**config.mk**
```make
export PLATFORM = sky130hd
export DESIGN_NAME = cpu_core
export DESIGN_NICKNAME = d
export VERILOG_FILES = /design/src/hw/isa_pkg.sv /design/src/hw/pipe_pkg.sv /design/src/hw/cpu_core.sv /design/src/hw/pipe_controller.sv /design/src/hw/reg_file.sv /design/src/hw/alu.sv
export SDC_FILE = /design/constraint.sdc
export NUM_CORES = 1
export LEC_CHECK = 0
export BUFFER_PORTS_ARGS = -buffer_cell sky130_fd_sc_hd__buf_4
export CAP_MARGIN = 40
export CORE_AREA = 8 8 225 227
export CTS_CLUSTER_DIAMETER = 30
export DETAILED_ROUTE_END_ITERATION = 12
export DIE_AREA = 0 0 233 235
export GPL_TIMING_DRIVEN = 1
export HOLD_SLACK_MARGIN = 0.08
export SLEW_MARGIN = 5
export SYNTH_ARGS = -nofsm -noshare
export SYNTH_HDL_FRONTEND = slang
export SYNTH_SLANG_ARGS = --single-unit
```
**constraint.sdc**
```tcl
create_clock -name clk -period 8.6 [get_ports clk]
set_input_delay 1.72 -clock clk [delete_from_list [all_inputs] [get_ports clk]]
set_output_delay 1.72 -clock clk [all_outputs]
set_load 0.02 [all_outputs]
```
**src/hw/isa_pkg.sv**
```systemverilog
package isa_pkg;

   localparam int WORD_W    = 16;
   localparam int ADDR_W    = 8;
   localparam int MEM_DEPTH = 1 << ADDR_W;
   localparam int NUM_REGS  = 8;

   typedef logic [WORD_W-1:0]           word_t;
   typedef logic [$clog2(NUM_REGS)-1:0] reg_idx_t;

   typedef enum logic [1:0] {
      OP_LD  = 2'd0,
      OP_ST  = 2'd1,
      OP_IMM = 2'd2,   // LI and branches
      OP_ALU = 2'd3
   } op_e;

   typedef enum logic [3:0] {
      FN_ADD = 4'd0,  FN_SUB = 4'd1,  FN_AND = 4'd2,  FN_OR   = 4'd3,
      FN_XOR = 4'd4,  FN_CMP = 4'd5,  FN_MOV = 4'd6,  FN_RSV7 = 4'd7,
      FN_SLL = 4'd8,  FN_SLR = 4'd9,  FN_SRL = 4'd10, FN_SRA  = 4'd11,
      FN_IN  = 4'd12, FN_OUT = 4'd13, FN_RSV14 = 4'd14, FN_HLT = 4'd15
   } alu_fn_e;

   typedef enum logic [2:0] {
      COND_NONE = 3'd0,
      COND_B    = 3'd1,
      COND_BE   = 3'd2,
      COND_BLT  = 3'd3,
      COND_BLE  = 3'd4,
      COND_BNE  = 3'd5
   } cond_e;

   typedef struct packed {
      logic s;
      logic z;
      logic c;
      logic v;
   } flags_t;

endpackage
```
**src/hw/pipe_pkg.sv**
```systemverilog
package pipe_pkg;

   typedef enum logic [1:0] {
      A_REG_RB = 2'd0,
      A_PC     = 2'd1,
      A_ZERO   = 2'd2
   } src_a_e;

   typedef enum logic [1:0] {
      B_REG_RA = 2'd0,
      B_SHAMT  = 2'd1,   // d[3:0]
      B_IMM    = 2'd2,
      B_ONE    = 2'd3
   } src_b_e;

   typedef enum logic [1:0] {
      WB_ALU    = 2'd0,
      WB_PASS_A = 2'd1,
      WB_MEM    = 2'd2,
      WB_IMM    = 2'd3
   } wb_sel_e;

   typedef struct packed {
      logic             reg_we;
      logic             dest_is_ra;
      logic             mem_we;
      logic             out_en;
      logic             halt;
      isa_pkg::cond_e   cond;
      isa_pkg::alu_fn_e alu_fn;
      src_a_e           src_a;
      src_b_e           src_b;
      wb_sel_e          wb_sel;
      logic             set_flags;
   } ctrl_t;

   typedef struct packed {
      logic           valid;
      isa_pkg::word_t pc;
      isa_pkg::word_t inst;
   } ifid_t;

   typedef struct packed {
      logic              valid;
      isa_pkg::word_t    pc;     // Address after the instruction
      ctrl_t             ctrl;
      isa_pkg::word_t    op_a;
      isa_pkg::word_t    op_b;
      isa_pkg::word_t    imm;
      isa_pkg::reg_idx_t dest;
   } idex_t;

   typedef struct packed {
      logic              valid;
      ctrl_t             ctrl;
      isa_pkg::word_t    result;
      isa_pkg::word_t    store_data;
      isa_pkg::reg_idx_t dest;
      isa_pkg::flags_t   flags;
   } exmem_t;

   typedef struct packed {
      logic              valid;
      ctrl_t             ctrl;
      isa_pkg::word_t    result;
      isa_pkg::word_t    ld_data;
      isa_pkg::reg_idx_t dest;
      isa_pkg::flags_t   flags;
   } memwb_t;

endpackage

```
**src/hw/cpu_core.sv**
```systemverilog
`timescale 1ns/1ps

module cpu_core (
   input  logic                       clk,
   input  logic                       rst_n,
   input  isa_pkg::word_t             imem_data,
   input  isa_pkg::word_t             dmem_rdata,
   output logic [isa_pkg::ADDR_W-1:0] imem_addr,
   output logic [isa_pkg::ADDR_W-1:0] dmem_addr,
   output logic                       dmem_we,
   output isa_pkg::word_t             dmem_wdata,
   output logic                       out_valid,
   output isa_pkg::word_t             out_data,
   output logic                       halted
);

   pipe_pkg::ifid_t   ifid_q, id_s;
   pipe_pkg::idex_t   idex_q;
   pipe_pkg::exmem_t  exmem_q;
   pipe_pkg::memwb_t  memwb_q, wb_s;
   pipe_pkg::ctrl_t   ctrl_id;
   isa_pkg::word_t    pc_q, rd_a, rd_b, imm_id, alu_a, alu_b, alu_y, ex_result, wb_data;
   isa_pkg::flags_t   alu_flags, flags_q;
   isa_pkg::reg_idx_t dest_id;
   isa_pkg::cond_e    wb_cond;
   logic [isa_pkg::NUM_REGS-1:0] pending;
   logic en_ifid, flush_ifid, en_idex, flush_idex, en_exmem, flush_exmem;
   logic en_memwb, flush_memwb, pc_en, take_branch, wb_we, mark_en;

   // Instruction word arrives from imem in the ID cycle
   assign id_s    = '{valid: ifid_q.valid, pc: ifid_q.pc, inst: imem_data};
   assign wb_s    = '{valid: memwb_q.valid, ctrl: memwb_q.ctrl, result: memwb_q.result,
                      ld_data: dmem_rdata, dest: memwb_q.dest, flags: memwb_q.flags};
   assign imm_id  = {{8{id_s.inst[7]}}, id_s.inst[7:0]};
   assign dest_id = ctrl_id.dest_is_ra ? id_s.inst[13:11] : id_s.inst[10:8];
   assign wb_cond = (wb_s.valid && !halted) ? wb_s.ctrl.cond : isa_pkg::COND_NONE;
   assign imem_addr = (en_ifid && !halted) ? pc_q[7:0] : ifid_q.pc[7:0];   // Refetch on hold
   assign mark_en = ctrl_id.reg_we && en_idex && !flush_idex && !halted;

   pipe_controller u_ctrl (
      .inst(id_s.inst), .id_valid(id_s.valid), .pending(pending), .wb_cond(wb_cond),
      .flags(flags_q), .ctrl(ctrl_id), .en_ifid(en_ifid), .flush_ifid(flush_ifid),
      .en_idex(en_idex), .flush_idex(flush_idex), .en_exmem(en_exmem),
      .flush_exmem(flush_exmem), .en_memwb(en_memwb), .flush_memwb(flush_memwb),
      .pc_en(pc_en), .take_branch(take_branch));

   reg_file u_rf (
      .clk(clk), .rst_n(rst_n), .flush_all(take_branch),
      .rd_a_idx(id_s.inst[10:8]), .rd_b_idx(id_s.inst[13:11]),
      .we(wb_we), .wr_idx(wb_s.dest), .wr_data(wb_data),
      .mark_en(mark_en), .mark_idx(dest_id),
      .rd_a(rd_a), .rd_b(rd_b), .pending(pending));

   always_comb begin
      case (idex_q.ctrl.src_a)
         pipe_pkg::A_REG_RB: alu_a = idex_q.op_a;
         pipe_pkg::A_PC:     alu_a = idex_q.pc;
         default:            alu_a = '0;
      endcase
      case (idex_q.ctrl.src_b)
         pipe_pkg::B_REG_RA: alu_b = idex_q.op_b;
         pipe_pkg::B_SHAMT:  alu_b = {12'd0, idex_q.imm[3:0]};
         pipe_pkg::B_IMM:    alu_b = idex_q.imm;
         default:            alu_b = 16'd1;
      endcase
      case (idex_q.ctrl.wb_sel)
         pipe_pkg::WB_PASS_A: ex_result = alu_a;
         pipe_pkg::WB_IMM:    ex_result = idex_q.imm;
         default:             ex_result = alu_y;
      endcase
   end

   alu u_alu (.fn(idex_q.ctrl.alu_fn), .a(alu_a), .b(alu_b), .y(alu_y), .flags(alu_flags));

   always_ff @(posedge clk) begin
      if (!rst_n) begin
         pc_q          <= '0;
         ifid_q.valid  <= 1'b0;
         idex_q.valid  <= 1'b0;
         exmem_q.valid <= 1'b0;
         memwb_q.valid <= 1'b0;
      end else if (!halted) begin
         if (take_branch)
            pc_q <= wb_s.result;   // Target from EX
         else if (pc_en)
            pc_q <= pc_q + 16'd1;
         if (flush_ifid)
            ifid_q.valid <= 1'b0;
         else if (en_ifid)
            ifid_q <= '{valid: 1'b1, pc: pc_q, inst: '0};
         if (flush_idex)
            idex_q.valid <= 1'b0;
         else if (en_idex)
            idex_q <= '{valid: id_s.valid, pc: id_s.pc + 16'd1, ctrl: ctrl_id,
                        op_a: rd_a, op_b: rd_b, imm: imm_id, dest: dest_id};
         if (flush_exmem)
            exmem_q.valid <= 1'b0;
         else if (en_exmem)
            exmem_q <= '{valid: idex_q.valid, ctrl: idex_q.ctrl, result: ex_result,
                         store_data: idex_q.op_b, dest: idex_q.dest, flags: alu_flags};
         if (flush_memwb)
            memwb_q.valid <= 1'b0;
         else if (en_memwb)
            memwb_q <= '{valid: exmem_q.valid, ctrl: exmem_q.ctrl, result: exmem_q.result,
                         ld_data: '0, dest: exmem_q.dest, flags: exmem_q.flags};
      end
   end

   assign dmem_addr  = exmem_q.result[7:0];
   // A store behind a taken branch is flushed before it writes
   assign dmem_we    = exmem_q.valid && exmem_q.ctrl.mem_we && !halted && !take_branch;
   assign dmem_wdata = exmem_q.store_data;

   assign wb_data   = (wb_s.ctrl.wb_sel == pipe_pkg::WB_MEM) ? wb_s.ld_data : wb_s.result;
   assign wb_we     = wb_s.valid && wb_s.ctrl.reg_we && !halted;
   assign out_valid = wb_s.valid && wb_s.ctrl.out_en && !halted;
   assign out_data  = wb_s.result;

   always_ff @(posedge clk) begin
      if (!rst_n) begin
         flags_q <= '0;
         halted  <= 1'b0;
      end else if (wb_s.valid && !halted) begin
         if (wb_s.ctrl.set_flags)
            flags_q <= wb_s.flags;
         if (wb_s.ctrl.halt)
            halted <= 1'b1;   // Sticky until reset
      end
   end

endmodule

```
**src/hw/pipe_controller.sv**
```systemverilog
`timescale 1ns/1ps

module pipe_controller (
   input  isa_pkg::word_t                 inst,
   input  logic                           id_valid,
   input  logic [isa_pkg::NUM_REGS-1:0]   pending,
   input  isa_pkg::cond_e                 wb_cond,
   input  isa_pkg::flags_t                flags,
   output pipe_pkg::ctrl_t                ctrl,
   output logic                           en_ifid,
   output logic                           flush_ifid,
   output logic                           en_idex,
   output logic                           flush_idex,
   output logic                           en_exmem,
   output logic                           flush_exmem,
   output logic                           en_memwb,
   output logic                           flush_memwb,
   output logic                           pc_en,
   output logic                           take_branch
);

   isa_pkg::op_e     op;
   isa_pkg::reg_idx_t ra;
   isa_pkg::reg_idx_t rb;
   isa_pkg::reg_idx_t dest;
   isa_pkg::alu_fn_e fn;
   pipe_pkg::ctrl_t  dec;
   logic             data_hazard;

   assign op   = isa_pkg::op_e'(inst[15:14]);
   assign ra   = inst[13:11];
   assign rb   = inst[10:8];
   assign fn   = isa_pkg::alu_fn_e'(inst[7:4]);
   assign dest = dec.dest_is_ra ? ra : rb;

   always_comb begin
      dec = '{reg_we: 1'b0, dest_is_ra: 1'b0, mem_we: 1'b0, out_en: 1'b0, halt: 1'b0,
              cond: isa_pkg::COND_NONE, alu_fn: isa_pkg::FN_ADD,
              src_a: pipe_pkg::A_ZERO, src_b: pipe_pkg::B_ONE,
              wb_sel: pipe_pkg::WB_ALU, set_flags: 1'b0};
      if (id_valid) begin
         case (op)
            isa_pkg::OP_LD: begin
               dec.reg_we     = 1'b1;
               dec.dest_is_ra = 1'b1;
               dec.src_a      = pipe_pkg::A_REG_RB;
               dec.src_b      = pipe_pkg::B_IMM;
               dec.wb_sel     = pipe_pkg::WB_MEM;
            end
            isa_pkg::OP_ST: begin
               dec.mem_we = 1'b1;
               dec.src_a  = pipe_pkg::A_REG_RB;
               dec.src_b  = pipe_pkg::B_IMM;
            end
            isa_pkg::OP_IMM: begin
               if (ra == 3'd0) begin   // LI
                  dec.reg_we = 1'b1;
                  dec.wb_sel = pipe_pkg::WB_IMM;
               end else if (ra == 3'd4 || ra == 3'd7) begin
                  dec.src_a = pipe_pkg::A_PC;
                  dec.src_b = pipe_pkg::B_IMM;
                  if (ra == 3'd4) begin
                     dec.cond = isa_pkg::COND_B;
                  end else begin
                     case (rb)
                        3'd0:    dec.cond = isa_pkg::COND_BE;
                        3'd1:    dec.cond = isa_pkg::COND_BLT;
                        3'd2:    dec.cond = isa_pkg::COND_BLE;
                        3'd3:    dec.cond = isa_pkg::COND_BNE;
                        default: dec.cond = isa_pkg::COND_NONE;
                     endcase
                  end
               end
            end
            default: begin
               dec.alu_fn = fn;
               case (fn)
                  isa_pkg::FN_ADD, isa_pkg::FN_SUB, isa_pkg::FN_AND,
                  isa_pkg::FN_OR, isa_pkg::FN_XOR, isa_pkg::FN_CMP: begin
                     dec.reg_we    = (fn != isa_pkg::FN_CMP);
                     dec.src_a     = pipe_pkg::A_REG_RB;
                     dec.src_b     = pipe_pkg::B_REG_RA;
                     dec.set_flags = 1'b1;
                  end
                  isa_pkg::FN_MOV: begin
                     dec.reg_we = 1'b1;
                     dec.src_b  = pipe_pkg::B_REG_RA;
                  end
                  isa_pkg::FN_SLL, isa_pkg::FN_SLR, isa_pkg::FN_SRL, isa_pkg::FN_SRA: begin
                     dec.reg_we    = 1'b1;
                     dec.src_a     = pipe_pkg::A_REG_RB;
                     dec.src_b     = pipe_pkg::B_SHAMT;
                     dec.set_flags = 1'b1;
                  end
                  isa_pkg::FN_OUT: begin
                     dec.out_en = 1'b1;
                     dec.src_a  = pipe_pkg::A_REG_RB;
                     dec.wb_sel = pipe_pkg::WB_PASS_A;
                  end
                  isa_pkg::FN_HLT: dec.halt = 1'b1;
                  default: ;   // IN and unused codes
               endcase
            end
         endcase
      end
   end

   // Destination check too, so an older write cannot clear a newer mark
   assign data_hazard = id_valid &&
      ((dec.src_a == pipe_pkg::A_REG_RB && pending[rb]) ||
       (dec.src_b == pipe_pkg::B_REG_RA && pending[ra]) ||
       (dec.mem_we && pending[ra]) ||
       (dec.reg_we && pending[dest]));

   assign ctrl = dec;

   always_comb begin
      case (wb_cond)
         isa_pkg::COND_B:   take_branch = 1'b1;
         isa_pkg::COND_BE:  take_branch = flags.z;
         isa_pkg::COND_BLT: take_branch = flags.s ^ flags.v;
         isa_pkg::COND_BLE: take_branch = flags.z | (flags.s ^ flags.v);
         isa_pkg::COND_BNE: take_branch = !flags.z;
         default:           take_branch = 1'b0;
      endcase
   end

   always_comb begin
      en_ifid     = 1'b1;
      flush_ifid  = 1'b0;
      en_idex     = 1'b1;
      flush_idex  = 1'b0;
      en_exmem    = 1'b1;
      flush_exmem = 1'b0;
      en_memwb    = 1'b1;
      flush_memwb = 1'b0;
      pc_en       = 1'b1;
      if (take_branch) begin
         flush_ifid  = 1'b1;
         flush_idex  = 1'b1;
         flush_exmem = 1'b1;
         flush_memwb = 1'b1;
      end else if (data_hazard) begin
         pc_en      = 1'b0;
         en_ifid    = 1'b0;
         flush_idex = 1'b1;   // Bubble into EX, which also drops a stalled OUT
      end
   end

endmodule

```
**src/hw/reg_file.sv**
```systemverilog
`timescale 1ns/1ps

module reg_file (
   input  logic                         clk,
   input  logic                         rst_n,
   input  logic                         flush_all,
   input  isa_pkg::reg_idx_t            rd_a_idx,
   input  isa_pkg::reg_idx_t            rd_b_idx,
   input  logic                         we,
   input  isa_pkg::reg_idx_t            wr_idx,
   input  isa_pkg::word_t               wr_data,
   input  logic                         mark_en,
   input  isa_pkg::reg_idx_t            mark_idx,
   output isa_pkg::word_t               rd_a,
   output isa_pkg::word_t               rd_b,
   output logic [isa_pkg::NUM_REGS-1:0] pending
);

   isa_pkg::word_t                 regs [isa_pkg::NUM_REGS];
   logic [isa_pkg::NUM_REGS-1:0]   pend_q;
   logic [isa_pkg::NUM_REGS-1:0]   clr_mask;
   logic [isa_pkg::NUM_REGS-1:0]   set_mask;

   assign clr_mask = we ? (isa_pkg::NUM_REGS'(1) << wr_idx) : '0;
   assign set_mask = mark_en ? (isa_pkg::NUM_REGS'(1) << mark_idx) : '0;

   always_ff @(posedge clk) begin
      if (we)
         regs[wr_idx] <= wr_data;
   end

   always_ff @(posedge clk) begin
      if (!rst_n || flush_all)
         pend_q <= '0;
      else
         pend_q <= (pend_q & ~clr_mask) | set_mask;   // Set wins
   end

   // Clears in the write cycle so ID can read through
   assign pending = pend_q & ~clr_mask;

   assign rd_a = (we && wr_idx == rd_a_idx) ? wr_data : regs[rd_a_idx];
   assign rd_b = (we && wr_idx == rd_b_idx) ? wr_data : regs[rd_b_idx];

endmodule

```
**src/hw/alu.sv**
```systemverilog
`timescale 1ns/1ps

module alu (
   input  isa_pkg::alu_fn_e fn,
   input  isa_pkg::word_t   a,
   input  isa_pkg::word_t   b,
   output isa_pkg::word_t   y,
   output isa_pkg::flags_t  flags
);

   logic [16:0] wide;
   logic [3:0]  sh;
   logic        carry;
   logic        ovf;

   assign sh = b[3:0];

   always_comb begin
      wide  = '0;
      carry = 1'b0;
      ovf   = 1'b0;
      case (fn)
         isa_pkg::FN_ADD: begin
            wide  = {1'b0, a} + {1'b0, b};
            carry = wide[16];
            ovf   = (a[15] == b[15]) && (wide[15] != a[15]);
         end
         isa_pkg::FN_SUB, isa_pkg::FN_CMP: begin
            wide  = {1'b0, a} - {1'b0, b};
            carry = wide[16];   // Borrow
            ovf   = (a[15] != b[15]) && (wide[15] != a[15]);
         end
         isa_pkg::FN_AND: wide[15:0] = a & b;
         isa_pkg::FN_OR:  wide[15:0] = a | b;
         isa_pkg::FN_XOR: wide[15:0] = a ^ b;
         isa_pkg::FN_MOV: wide[15:0] = b;
         isa_pkg::FN_SLL: begin
            wide  = {1'b0, a} << sh;
            carry = wide[16];
         end
         isa_pkg::FN_SLR: wide[15:0] = (a << sh) | (a >> (5'd16 - {1'b0, sh}));
         isa_pkg::FN_SRL: begin
            wide[15:0] = a >> sh;
            carry      = (sh != 4'd0) ? a[sh - 4'd1] : 1'b0;
         end
         isa_pkg::FN_SRA: begin
            wide[15:0] = $signed(a) >>> sh;
            carry      = (sh != 4'd0) ? a[sh - 4'd1] : 1'b0;
         end
         default: wide[15:0] = a;
      endcase
   end

   assign y     = wide[15:0];
   assign flags = '{s: y[15], z: (y == '0), c: carry, v: ovf};

endmodule

```
; Yosys cells after proc, flatten, opt, wreduce, memory -nomap -nowiden
; Memories as Yosys holds them, arrays and structs flattened. A register that Yosys moved wholly into a read port is not among the register bits.
; Index checks and enable logic that the tools add are counted.
[totals]
wordCells = 241
ramBits = 128
in_bits = 34
output_inout_bits = 51
mem_count = 1
regBits = 172
[classes]
order_cmp = 3
bitwise = 15
n_eq_ne = 45
add_sub_neg = 5
n_shift = 7
reduce_logical = 59
n_mux = 57
[mem_list]
columns = name, depth, width, rd, rd_ports_with_merged_regs, write_ports, line_no
row1 = u_rf.regs, 8, 16, 2, 2, 1, reg_file.sv:19  ; isa_pkg::word_t regs [isa_pkg::NUM_REGS];
[ops]
columns = operator, n
row1 = one-hot mux 16 bit (10 select lines), 1
row2 = one-hot mux 16 bit (2 select lines), 2
row3 = 2-to-1 mux 16 bit, 3
row4 = one-hot mux 16 bit (3 select lines), 1
row5 = "equality test 4 bit, second input constant", 10
row6 = 2-to-1 mux 33 bit, 1
row7 = "adder 16 x 1 -> 16 bit, second input constant", 2
row8 = OR 16 bit, 2
row9 = left shift 16 x 4 -> 16 bit, 2
row10 = "equality test 4 x 3 -> 1 bit, second input constant", 6
row11 = 2-to-1 mux 8 bit, 3
row12 = 2-to-1 mux 1 bit, 22
row13 = 2-to-1 mux 19 bit, 1
row14 = logical AND 1 bit, 18
row15 = 2-to-1 mux 3 bit, 6
row16 = adder 16 bit, 1
row17 = AND 16 bit, 1
row18 = "equality test 4 x 2 -> 1 bit, second input constant", 4
row19 = zero test 16 bit, 1
row20 = "left shift 1 x 3 -> 8 bit, first input constant", 2
row21 = >> shifter 16 x 4 -> 16 bit, 1
row22 = >> shifter 16 x 5 -> 16 bit, 1
row23 = >>> shifter 16 x 4 -> 16 bit, 1
row24 = subtractor 16 bit, 1
row25 = other kinds (45), 98

; Depth between registers and ports, before layout
; Gate-level depths: netlist (run 1).
[logic_depth]
word_depth = 20
depth_mapped = 21
ltp_nobuf = 15

; Hierarchy
; Synthesis (run 1) repeated with hierarchy kept, for this count alone.
[hier_totals]
cells_unflattened = 1838
hier_area_um2 = 21717.1
[by_module_without_submodules]
columns = mod, instances, cells_per_inst, seq_area_each_um2, area_each_um2
row1 = cpu_core, 1, 615, 5725.5, 8444.3
row2 = reg_file, 1, 345, 4003.8, 6944.2
row3 = alu, 1, 782, 0.0, 5640.4
row4 = pipe_controller, 1, 96, 0.0, 688.2

; Worst setup path before layout (run 1)
; Ideal clock, no wire load.
[synth_path]
kind = input to register
start = input rst_n
end = register idex_q[0] (netlist bit), enable pin
t_required_ps = 8156
setup_time_ps = 444
path_buffers = 1
stages = 4
setup_slack_ps = 526
t_arrival_ps = 7630
cell_sequence = clkbuf_1 nand2_1 nor2_1 and3_1
[synth_via]
elab_chain_len = 1
[synth_rtl]
columns = element, line_no
row1 = "start, declared", cpu_core.sv:5  ; input logic rst_n,
row2 = AND reduction 3 bit (no line), n/a
row3 = "end signal, assigned", cpu_core.sv:94  ; idex_q <= '{valid: id_s.valid, pc: id_s.pc + 16'd1, ctrl: ctrl_id,
row4 = "end, declared", cpu_core.sv:18  ; pipe_pkg::idex_t idex_q;
; No other way between the ends.
; A chain may end at the register's enable or synchronous reset.

; Worst setup path in the final report (run 1)
[layout_path]
start = input imem_data[15]
end = output imem_addr[1] (netlist bit)
[layout_via]
elab_chain_len = 14
word_cells_on_any_way = 26
classes_between = 2 x eq/ne / 11 x mux / 13 x reduce/logical
[layout_rtl]
columns = element, line_no
row1 = "start, declared", cpu_core.sv:6  ; input isa_pkg::word_t imem_data,
row2 = equality test 2 x 1 -> 1 bit or zero test 2 bit (tied branches), pipe_controller.sv:42  ; case (op)
row3 = OR reduction 2 bit (no line), n/a
row4 = one-hot mux 4 bit (2 select lines), pipe_controller.sv:42
row5 = 2-to-1 mux 19 bit (*), pipe_controller.sv:41  ; if (id_valid) begin
row6 = "parallel branches: the longest is 4 deep, another holds 2-to-1 mux 3 bit", n/a
row7 = logical OR 1 bit (*), pipe_controller.sv:112  ; (dec.mem_we && pending[ra]) ||
row8 = logical AND 1 bit (*), pipe_controller.sv:109  ; assign data_hazard = id_valid &&
row9 = 2-to-1 mux 1 bit (*), pipe_controller.sv:143  ; end else if (data_hazard) begin
row10 = 2-to-1 mux 1 bit (*), pipe_controller.sv:138  ; if (take_branch) begin
row11 = logical AND 1 bit (*), cpu_core.sv:37  ; assign imem_addr = (en_ifid && !halted) ? pc_q[7:0] : ifid_q.pc[7:0];
row12 = 2-to-1 mux 8 bit (*), cpu_core.sv:37
row13 = "end, declared", cpu_core.sv:8  ; output logic [isa_pkg::ADDR_W-1:0] imem_addr,
; Every way passes the cells marked *. The select of a mux whose other input is x is not followed.

==> results of run 1 <==
-- report_power, final --
| part | leakage (nW) | switching [W] | internal [W] | total [W] |
|---|---|---|---|---|
| Clock | 0.897 | 0.000830 | 0.00138 | 0.00221 |
| Combinational | 4.47 | 0.000616 | 0.000322 | 0.000938 |
| Sequential | 3.12 | 0.0000814 | 0.00187 | 0.00196 |
| Total | 8.49 | 0.00153 | 0.00358 | 0.00511 |
-- flip-flops by register name, summed over array words and instances, names as in the netlist --
signal and flops:
halted 1, flags_q 3, idex_q 78, dmem_addr 8, id_s 17, pc_q 16, u_rf.pend_q 8, out_data 16
exmem_q 25, memwb_q 16, u_rf.regs 128, dmem_wdata 16
-- final cells by class --
type,count,area (sq um),share of cell area [%]
clock inverter,40,447,1.86
antenna,1,2.50,0.0104
sequential,332,9650,40.3
clock buffer,66,1450,6.04
tap,615,769,3.21
inverter,78,295,1.23
multi-input combinational,1321,10200,42.6
timing repair buffer,141,1150,4.80
-- Yosys cell counts (17+ instances only) --
master	count	share of area (%)
a31oi_1	21	0.63
dfxtp_1	32	3.1
mux2i_1	109	5.2
buf_4	47	1.7
nor2b_1	45	1.3
nand2_1	139	2.5
o21ai_0	96	2.3
nor2_1	111	2.0
inv_1	72	1.3
ha_1	51	3.0
nor4_1	18	0.54
o22ai_1	23	0.69
buf_2	17	0.41
nand4_1	17	0.51
a21oi_1	126	3.0
clkbuf_1	104	1.9
nand3_1	46	1.1
nor3_1	39	0.93
o211ai_1	25	0.90
edfxtp_1	300	43
and3_1	22	0.66
mux4_2	81	8.7
xnor2_1	21	0.88
and2_1	18	0.54
a211oi_1	53	1.9
-- metrics by stage --
stage | std cells | setup WS, ns
global placement | 2477 | 1.88
CTS | 2593 | 1.78
detailed placement | 2487 | 1.78
global route | 2593 | 1.52
floorplan | 1914 | 0.526
finish | 2594 | 1.76
-- how the worst max path moves through the flow --
stage	from	to	slack, ns	cells past startpoint
floorplan	rst_n	idex_q[0]	0.53	4
global placement	imem_data[15]	imem_addr[1]	1.88	12
detailed placement	imem_data[15]	imem_addr[1]	1.78	12
CTS	imem_data[15]	imem_addr[1]	1.78	12
global route	imem_data[15]	imem_addr[7]	1.52	12
finish	imem_data[15]	imem_addr[1]	1.76	12
-- cells by family (layout without fill, tap and decap cells) --
logic type	Yosys count	in the layout	share of synthesized area [%]
compound gates	516	516	16.7
simple gates	513	513	12.1
flops	332	332	46.0
buf+inv	261	325	5.71
mux	205	205	14.8
fa+ha+maj	53	53	3.23
xor+xnor	34	34	1.42
other cells	0	1	0
-- per-layer routing --
metal	share of wire, %	track usage [%]	vias up	wire (um)
li1	-	-	7396	-
met1	39	34.2	8406	29200
met2	48	43.2	925	35800
met3	8.3	4.82	179	6200
met4	4.6	11.8	0	3420
met5	0	0	-	0
==> tab_implementation.tex, run 1 <==
\begin{tabular}{lr}
\hline
Metric & Value \\
\hline
\multicolumn{2}{l}{\textbf{Run status}} \\
Outcome & completed \\
\multicolumn{2}{l}{\textbf{Power}} \\
Design Power & around 0.0051 W \\
IR drop worst, VDD & between 0.00015 and 0.0002 V \\
Leak Pwr & roughly 8.5 nW \\
Power per unit of standard cell area & between 200 and 250 nW/um\^{}2 \\
\multicolumn{2}{l}{\textbf{Setup path}} \\
Kind of capture point of the worst setup path & primary output \\
R2r worst-path depth & 17 \\
FF-to-FF setup slack & about 2.8 ns \\
Crit Path Category & in -> out \\
Data required time of the worst path & 6.88 ns \\
Endpoint of the worst-slack reg-to-reg timing path & exmem\_q[2] \\
Most numerous cell on the critical path & buf\_4 \\
Critical path's top delay family & multiplexers \\
Crit start category & input pin \\
Critical-path top delay cell & mux2i\_1 \\
Max Fanout on Critical Path & 14 \\
Cell-by-cell trace of the critical path & buf\_4, nor3b\_2, mux2i\_1, xnor2\_1, nor4\_1, a2111oi\_0, o21ai\_1, and2\_1, o21ai\_1, buf\_4, mux2\_2, buf\_4 \\
Arrival time worst endpoint & 5.12 ns \\
Crit-path max cell delay & approximately 0.60 ns \\
Origin of the critical flop-to-flop path & idex\_q[54] \\
Buffers \& Inverters on Critical Path & 3 \\
\multicolumn{2}{l}{\textbf{Yosys}} \\
Post-synth cell types & 94 \\
Number of warnings reported in the yosys synthesis log & 0 \\
Average cell area after synthesis & 11.0 sq um \\
Fraction of synthesis flops using an asynchronous set or reset pin & 0\% \\
Most used DFF post-synth & edfxtp\_1 \\
Flip-flop and latch count after synthesis & 332 \\
Post-synthesis sequential area ratio & a little under half \\
Number of enable flip-flop cells after synthesis & 300 \\
Number of nets in the synthesized netlist & $\sim$2000 \\
Gate count of the mapped netlist & between 1500 and 2000 \\
Mapped cell area & approximately 21000 sq um \\
\multicolumn{2}{l}{\textbf{GRT}} \\
Pin count of the biggest net entering global routing & 45 \\
All-layer global routing usage & 26.5\% \\
Number of antenna violations at the first check in global routing & 0 \\
Vias in the first global route & around 16000 \\
Wire length of the first global-routing pass & roughly 110000 um \\
Remaining Overflow, GRT & 0 \\
\multicolumn{2}{l}{\textbf{Clocking}} \\
CTS sink cnt & approximately 330 \\
Max clock buf depth & 3 \\
Clock Pin Slew Worst Setup and Hold Paths & roughly 0.05 ns \\
Root buffer cell & clkbuf\_16 \\
Worst-Skew Late Latency & roughly 0.60 ns \\
Number of buffers inserted by post-CTS setup repair & 0 \\
TritonCTS buffer count & 56 \\
Cts repair resizes & 0 \\
CTS H-tree depth & 2 \\
CTS Hold Bufs & 0 \\
CTS tree & done \\
\multicolumn{2}{l}{\textbf{Min path}} \\
Min-Delay Path Depth & 0 \\
Startpoint of the worst hold path & idex\_q[69] \\
Worst-case hold path end point & exmem\_q[57] \\
Kind of path behind the tightest hold check & reg -> reg \\
\multicolumn{2}{l}{\textbf{Placement}} \\
Routability congestion estimate & between 0.9 and 1 \\
Port Buffers & 84 \\
Post-DP HPWL & approximately 53000 um \\
Placement-stage cell area & about 22000 sq um \\
\multicolumn{2}{l}{\textbf{Floorplanning}} \\
Num ports & 85 \\
Chip Height & 235 um \\
Standard-cell rows & 80 \\
Horizontal extent of the die & approximately 230 um \\
Core ar. & around 47000 sq um \\
Total die area & $\sim$55000 sq um \\
Initial standard-cell utilization of the core & between 40\% and 50\% \\
\multicolumn{2}{l}{\textbf{Timing}} \\
Final period util & between 70\% and 80\% \\
Worst slew margin & about two fifths \\
Worst Max-Slew Pin Slew & a little over 0.9 ns \\
Hold slack final & approximately 0.41 ns \\
Setup\_tns & 0 ns \\
F\_max & about 0.15 GHz \\
Final count of pins violating max slew & 0 \\
Final hold vios & 0 \\
Worst clock skew on the final layout & slightly above 0.03 ns \\
Setup repair after global routing missed its margin & no \\
Finish-stage setup viols & 0 \\
Period minus WS final & 6.84 ns \\
\multicolumn{2}{l}{\textbf{Layout}} \\
Proportion of layout cells with a drive suffix above 1 & approximately 19\% \\
Commonest non-fill, non-tap cells in the layout & edfxtp\_1 (300), nand2\_1 (139), buf\_4 (134) \\
Most common cell after layout, fill and taps aside & edfxtp\_1 \\
Fin nets & a little over 2000 \\
Final Util & 50.8\% \\
Synth-to-Final Area Change & 14.3\% \\
Fillers & 4127 \\
Final non-filler cell area & 24000 sq um \\
\multicolumn{2}{l}{\textbf{Route}} \\
Drt drc & 0 \\
DR WL/cell & 28.8 um \\
Final WL & 74600 um \\
Number of optimization iterations in the first detailed-route pass & 8 \\
Detailed-route vias per instance & 6.52 \\
Detailed Route Iter0 Violations & around 1900 \\
Remaining antenna violation count & 0 \\
Total vias in the final route & between 15000 and 20000 \\
\multicolumn{2}{l}{\textbf{Flow run}} \\
Max\_cap viols & 0 \\
\hline
\end{tabular}
Note: power is estimated with default switching activity, not from simulation.
==> run 2, diff against run 1 <==
==> constraint.sdc (replaced) <==
create_clock -name clk -period 5.63 [get_ports clk]
set_input_delay 1.126 -clock clk [delete_from_list [all_inputs] [get_ports clk]]
set_output_delay 1.126 -clock clk [all_outputs]
set_load 0.02 [all_outputs]
==> run 2 against run 1 <==
- first-iteration DRC count increased by 7.0%
- clock power increased by 42%
- wire length increased by 1.1%
- clock-buffer cell count decreased by 3
- largest cell class unchanged
- largest power group unchanged
==> tab_implementation.tex, run 2 (same netlist as run 1, synthesis figures left out) <==
\begin{tabular}{lr}
\hline
Metric & Value \\
\hline
\multicolumn{2}{l}{\textbf{Run status}} \\
Outcome & completed \\
\multicolumn{2}{l}{\textbf{Clocking}} \\
CTS H-tree depth & 2 (unchanged) \\
TritonCTS buffer count & 52 (-7.1\%) \\
Root buffer cell & clkbuf\_16 \\
Number of buffers inserted by post-CTS setup repair & 0 (unchanged) \\
Worst-Skew Late Latency & 0.57 ns (-0.03 ns) \\
Max clock buf depth & 3 (unchanged) \\
CTS tree & done \\
CTS sink cnt & 332 (unchanged) \\
Cts repair resizes & 0 (unchanged) \\
CTS Hold Bufs & 0 (unchanged) \\
Clock Pin Slew Worst Setup and Hold Paths & 0.05 ns (about the same) \\
\multicolumn{2}{l}{\textbf{Floorplanning}} \\
Core ar. & 47100 sq um (unchanged) \\
Horizontal extent of the die & 233 um (unchanged) \\
Initial standard-cell utilization of the core & 44.5\% (unchanged) \\
Total die area & 54800 sq um (unchanged) \\
Chip Height & 235 um (unchanged) \\
Standard-cell rows & 80 (unchanged) \\
Num ports & 85 (unchanged) \\
\multicolumn{2}{l}{\textbf{Timing}} \\
Final hold vios & 0 (unchanged) \\
Setup\_tns & 0 ns (unchanged) \\
Worst slew margin & 39.9\% (+1.4 points) \\
Period minus WS final & roughly 5.3 ns \\
Final count of pins violating max slew & 0 (unchanged) \\
Worst clock skew on the final layout & 0.0266 ns (-0.00453 ns) \\
F\_max & approximately 0.19 GHz \\
Finish-stage setup viols & 0 (unchanged) \\
Final period util & 93.5\% \\
Worst Max-Slew Pin Slew & 0.895 ns (-0.0207 ns) \\
Setup repair after global routing missed its margin & no \\
Setup WS post-layout & 0.365 ns (-1.39 ns) \\
\multicolumn{2}{l}{\textbf{Route}} \\
Detailed-route vias per instance & 6.51 (-0.19\%) \\
Drt drc & 0 (unchanged) \\
Number of optimization iterations in the first detailed-route pass & 6 (-2) \\
DR WL/cell & 28.8 um (about the same) \\
Total vias in the final route & 17063 (+0.93\%) \\
Final WL & 75400 um (+1.1\%) \\
Detailed Route Iter0 Violations & 2060 (+7.0\%) \\
Remaining antenna violation count & 0 (unchanged) \\
\multicolumn{2}{l}{\textbf{Layout}} \\
Commonest non-fill, non-tap cells in the layout & edfxtp\_1 (300), buf\_4 (179), nand2\_1 (139) \\
Fin nets & 2053 (+1.8\%) \\
Most common cell after layout, fill and taps aside & edfxtp\_1 \\
Biggest register & u\_rf.regs \\
Synth-to-Final Area Change & 14.7\% \\
Final non-filler cell total & 2623 (+1.1\%) \\
Max reg flops & 128 (unchanged) \\
Ant. Diodes & 0 (-1) \\
Regs by FF count & u\_rf.regs: 128 flops, idex\_q: 78 flops, exmem\_q: 25 flops \\
Fillers & 4142 (+0.36\%) \\
Proportion of layout cells with a drive suffix above 1 & 20.5\% (+1.1 points) \\
\multicolumn{2}{l}{\textbf{Setup path}} \\
Crit-path max cell delay & 0.39 ns (-0.21 ns) \\
R2r worst-path depth & 15 (-2) \\
Crit start category & input pin \\
Cell-by-cell trace of the critical path & buf\_4, nor3b\_2, mux2i\_2, buf\_4, mux2i\_1, mux2\_2, a211oi\_1, o21ai\_1, and2\_1, o21ai\_1, buf\_4, mux2\_2, buf\_4 \\
Crit Path Category & in -> out \\
Max Fanout on Critical Path & 14 (unchanged) \\
FF-to-FF setup slack & 0.61 ns (-2.19 ns) \\
Endpoint of the worst-slack reg-to-reg timing path & exmem\_q[2] \\
Most numerous cell on the critical path & buf\_4 \\
Arrival time worst endpoint & 4.14 ns (-0.98 ns) \\
Kind of capture point of the worst setup path & primary output \\
Critical-path top delay cell & nor3b\_2 \\
Data required time of the worst path & 4.50 ns (-2.38 ns) \\
Origin of the critical flop-to-flop path & idex\_q[55] \\
\multicolumn{2}{l}{\textbf{Placement}} \\
Routability congestion estimate & 0.995 (+0.98\%) \\
Port Buffers & 84 (unchanged) \\
Post-DP HPWL & 54700 um (+3.4\%) \\
Post-place setup slack & 0.381 ns (-1.40 ns) \\
Cells after DPL & 2527 (+1.6\%) \\
\multicolumn{2}{l}{\textbf{GRT}} \\
Vias in the first global route & 16584 (+0.69\%) \\
Wire length of the first global-routing pass & 111000 um (+0.72\%) \\
All-layer global routing usage & 26.8\% (+0.22 points) \\
Pin count of the biggest net entering global routing & 48 (+6.7\%) \\
Number of antenna violations at the first check in global routing & 0 (unchanged) \\
Remaining Overflow, GRT & 0 (unchanged) \\
\multicolumn{2}{l}{\textbf{Flow run}} \\
Max\_cap viols & 0 (unchanged) \\
\multicolumn{2}{l}{\textbf{Power}} \\
IR drop worst, VDD & 0.000266 V (+57\%) \\
Power per unit of standard cell area & 316 nW/um\^{}2 (+49\%) \\
Leak Pwr & 8.59 nW (+1.2\%) \\
\multicolumn{2}{l}{\textbf{Min path}} \\
Kind of path behind the tightest hold check & reg -> reg \\
Min-Delay Path Depth & 0 (unchanged) \\
Startpoint of the worst hold path & exmem\_q[5] \\
Worst-case hold path end point & memwb\_q[5] \\
\hline
\end{tabular}
run 2: cell types whose count changed in the layout (fill, tap and decap cells not counted), sizes merged:
cell      change
clkinvlp      -4
inv           -2
buf          +40
bufinv        -1
diode         -1
clkbuf        -3
run 2: where the power goes:
group | internal (W) | leakage, nW | switching [W]
combinational | 0.000519 | 4.63 | 0.000961
clock | 0.00197 | 0.832 | 0.00117
sequential | 0.00286 | 3.12 | 0.000125
run 2: worst max-delay path by stage:
stage | from | to | slack [ns] | depth (start not counted)
detailed placement | imem_data[15] | imem_addr[7] | 0.38 | 13
global placement | imem_data[15] | imem_addr[7] | 0.43 | 13
CTS | imem_data[15] | imem_addr[7] | 0.36 | 13
floorplan | rst_n | idex_q[0] | 0.40 | 4
global route | imem_data[15] | imem_addr[5] | 0.17 | 13
finish | imem_data[15] | imem_addr[5] | 0.37 | 13
run 2: cell type report:
cell class | instances | area, sq um | area share [%]
clock buffer | 63 | 1400 | 5.80
clock inverter | 33 | 344 | 1.43
inverter | 78 | 295 | 1.23
multi-input combinational | 1321 | 10200 | 42.5
sequential | 332 | 9650 | 40.1
tap | 615 | 769 | 3.20
timing repair buffer | 181 | 1380 | 5.75
run 2: metal layers:
metal	track usage [%]	wire length, um	part of all wire, %
met3	4.42	5910	7.8
met4	13.7	4490	5.9
met2	43.5	35600	47
met1	34.1	29500	39
met5	0	0	0
run 2: per-stage QoR:
| stage | utilization (%) | area [sq um] | hold slack [ns] | power [W] |
|---|---|---|---|---|
| floorplan | - | 21000 | 0.400 | 0.00391 |
| global placement | 47.2 | 22200 | 0.401 | 0.00446 |
| detailed placement | 47.3 | 22300 | 0.405 | 0.00447 |
| CTS | 51.0 | 24000 | 0.413 | 0.00761 |
| global route | 51.0 | 24000 | 0.414 | 0.00783 |
| finish | 51.0 | 24000 | 0.411 | 0.00761 |
run 2: worst max-delay path: cells and delay by family:
family                 cells  cell delay [ns]
buffers and inverters      4             0.74
AO/OA/AOI/OAI              3             0.53
multiplexers               4             1.03
AND/OR/NAND/NOR            2             0.70
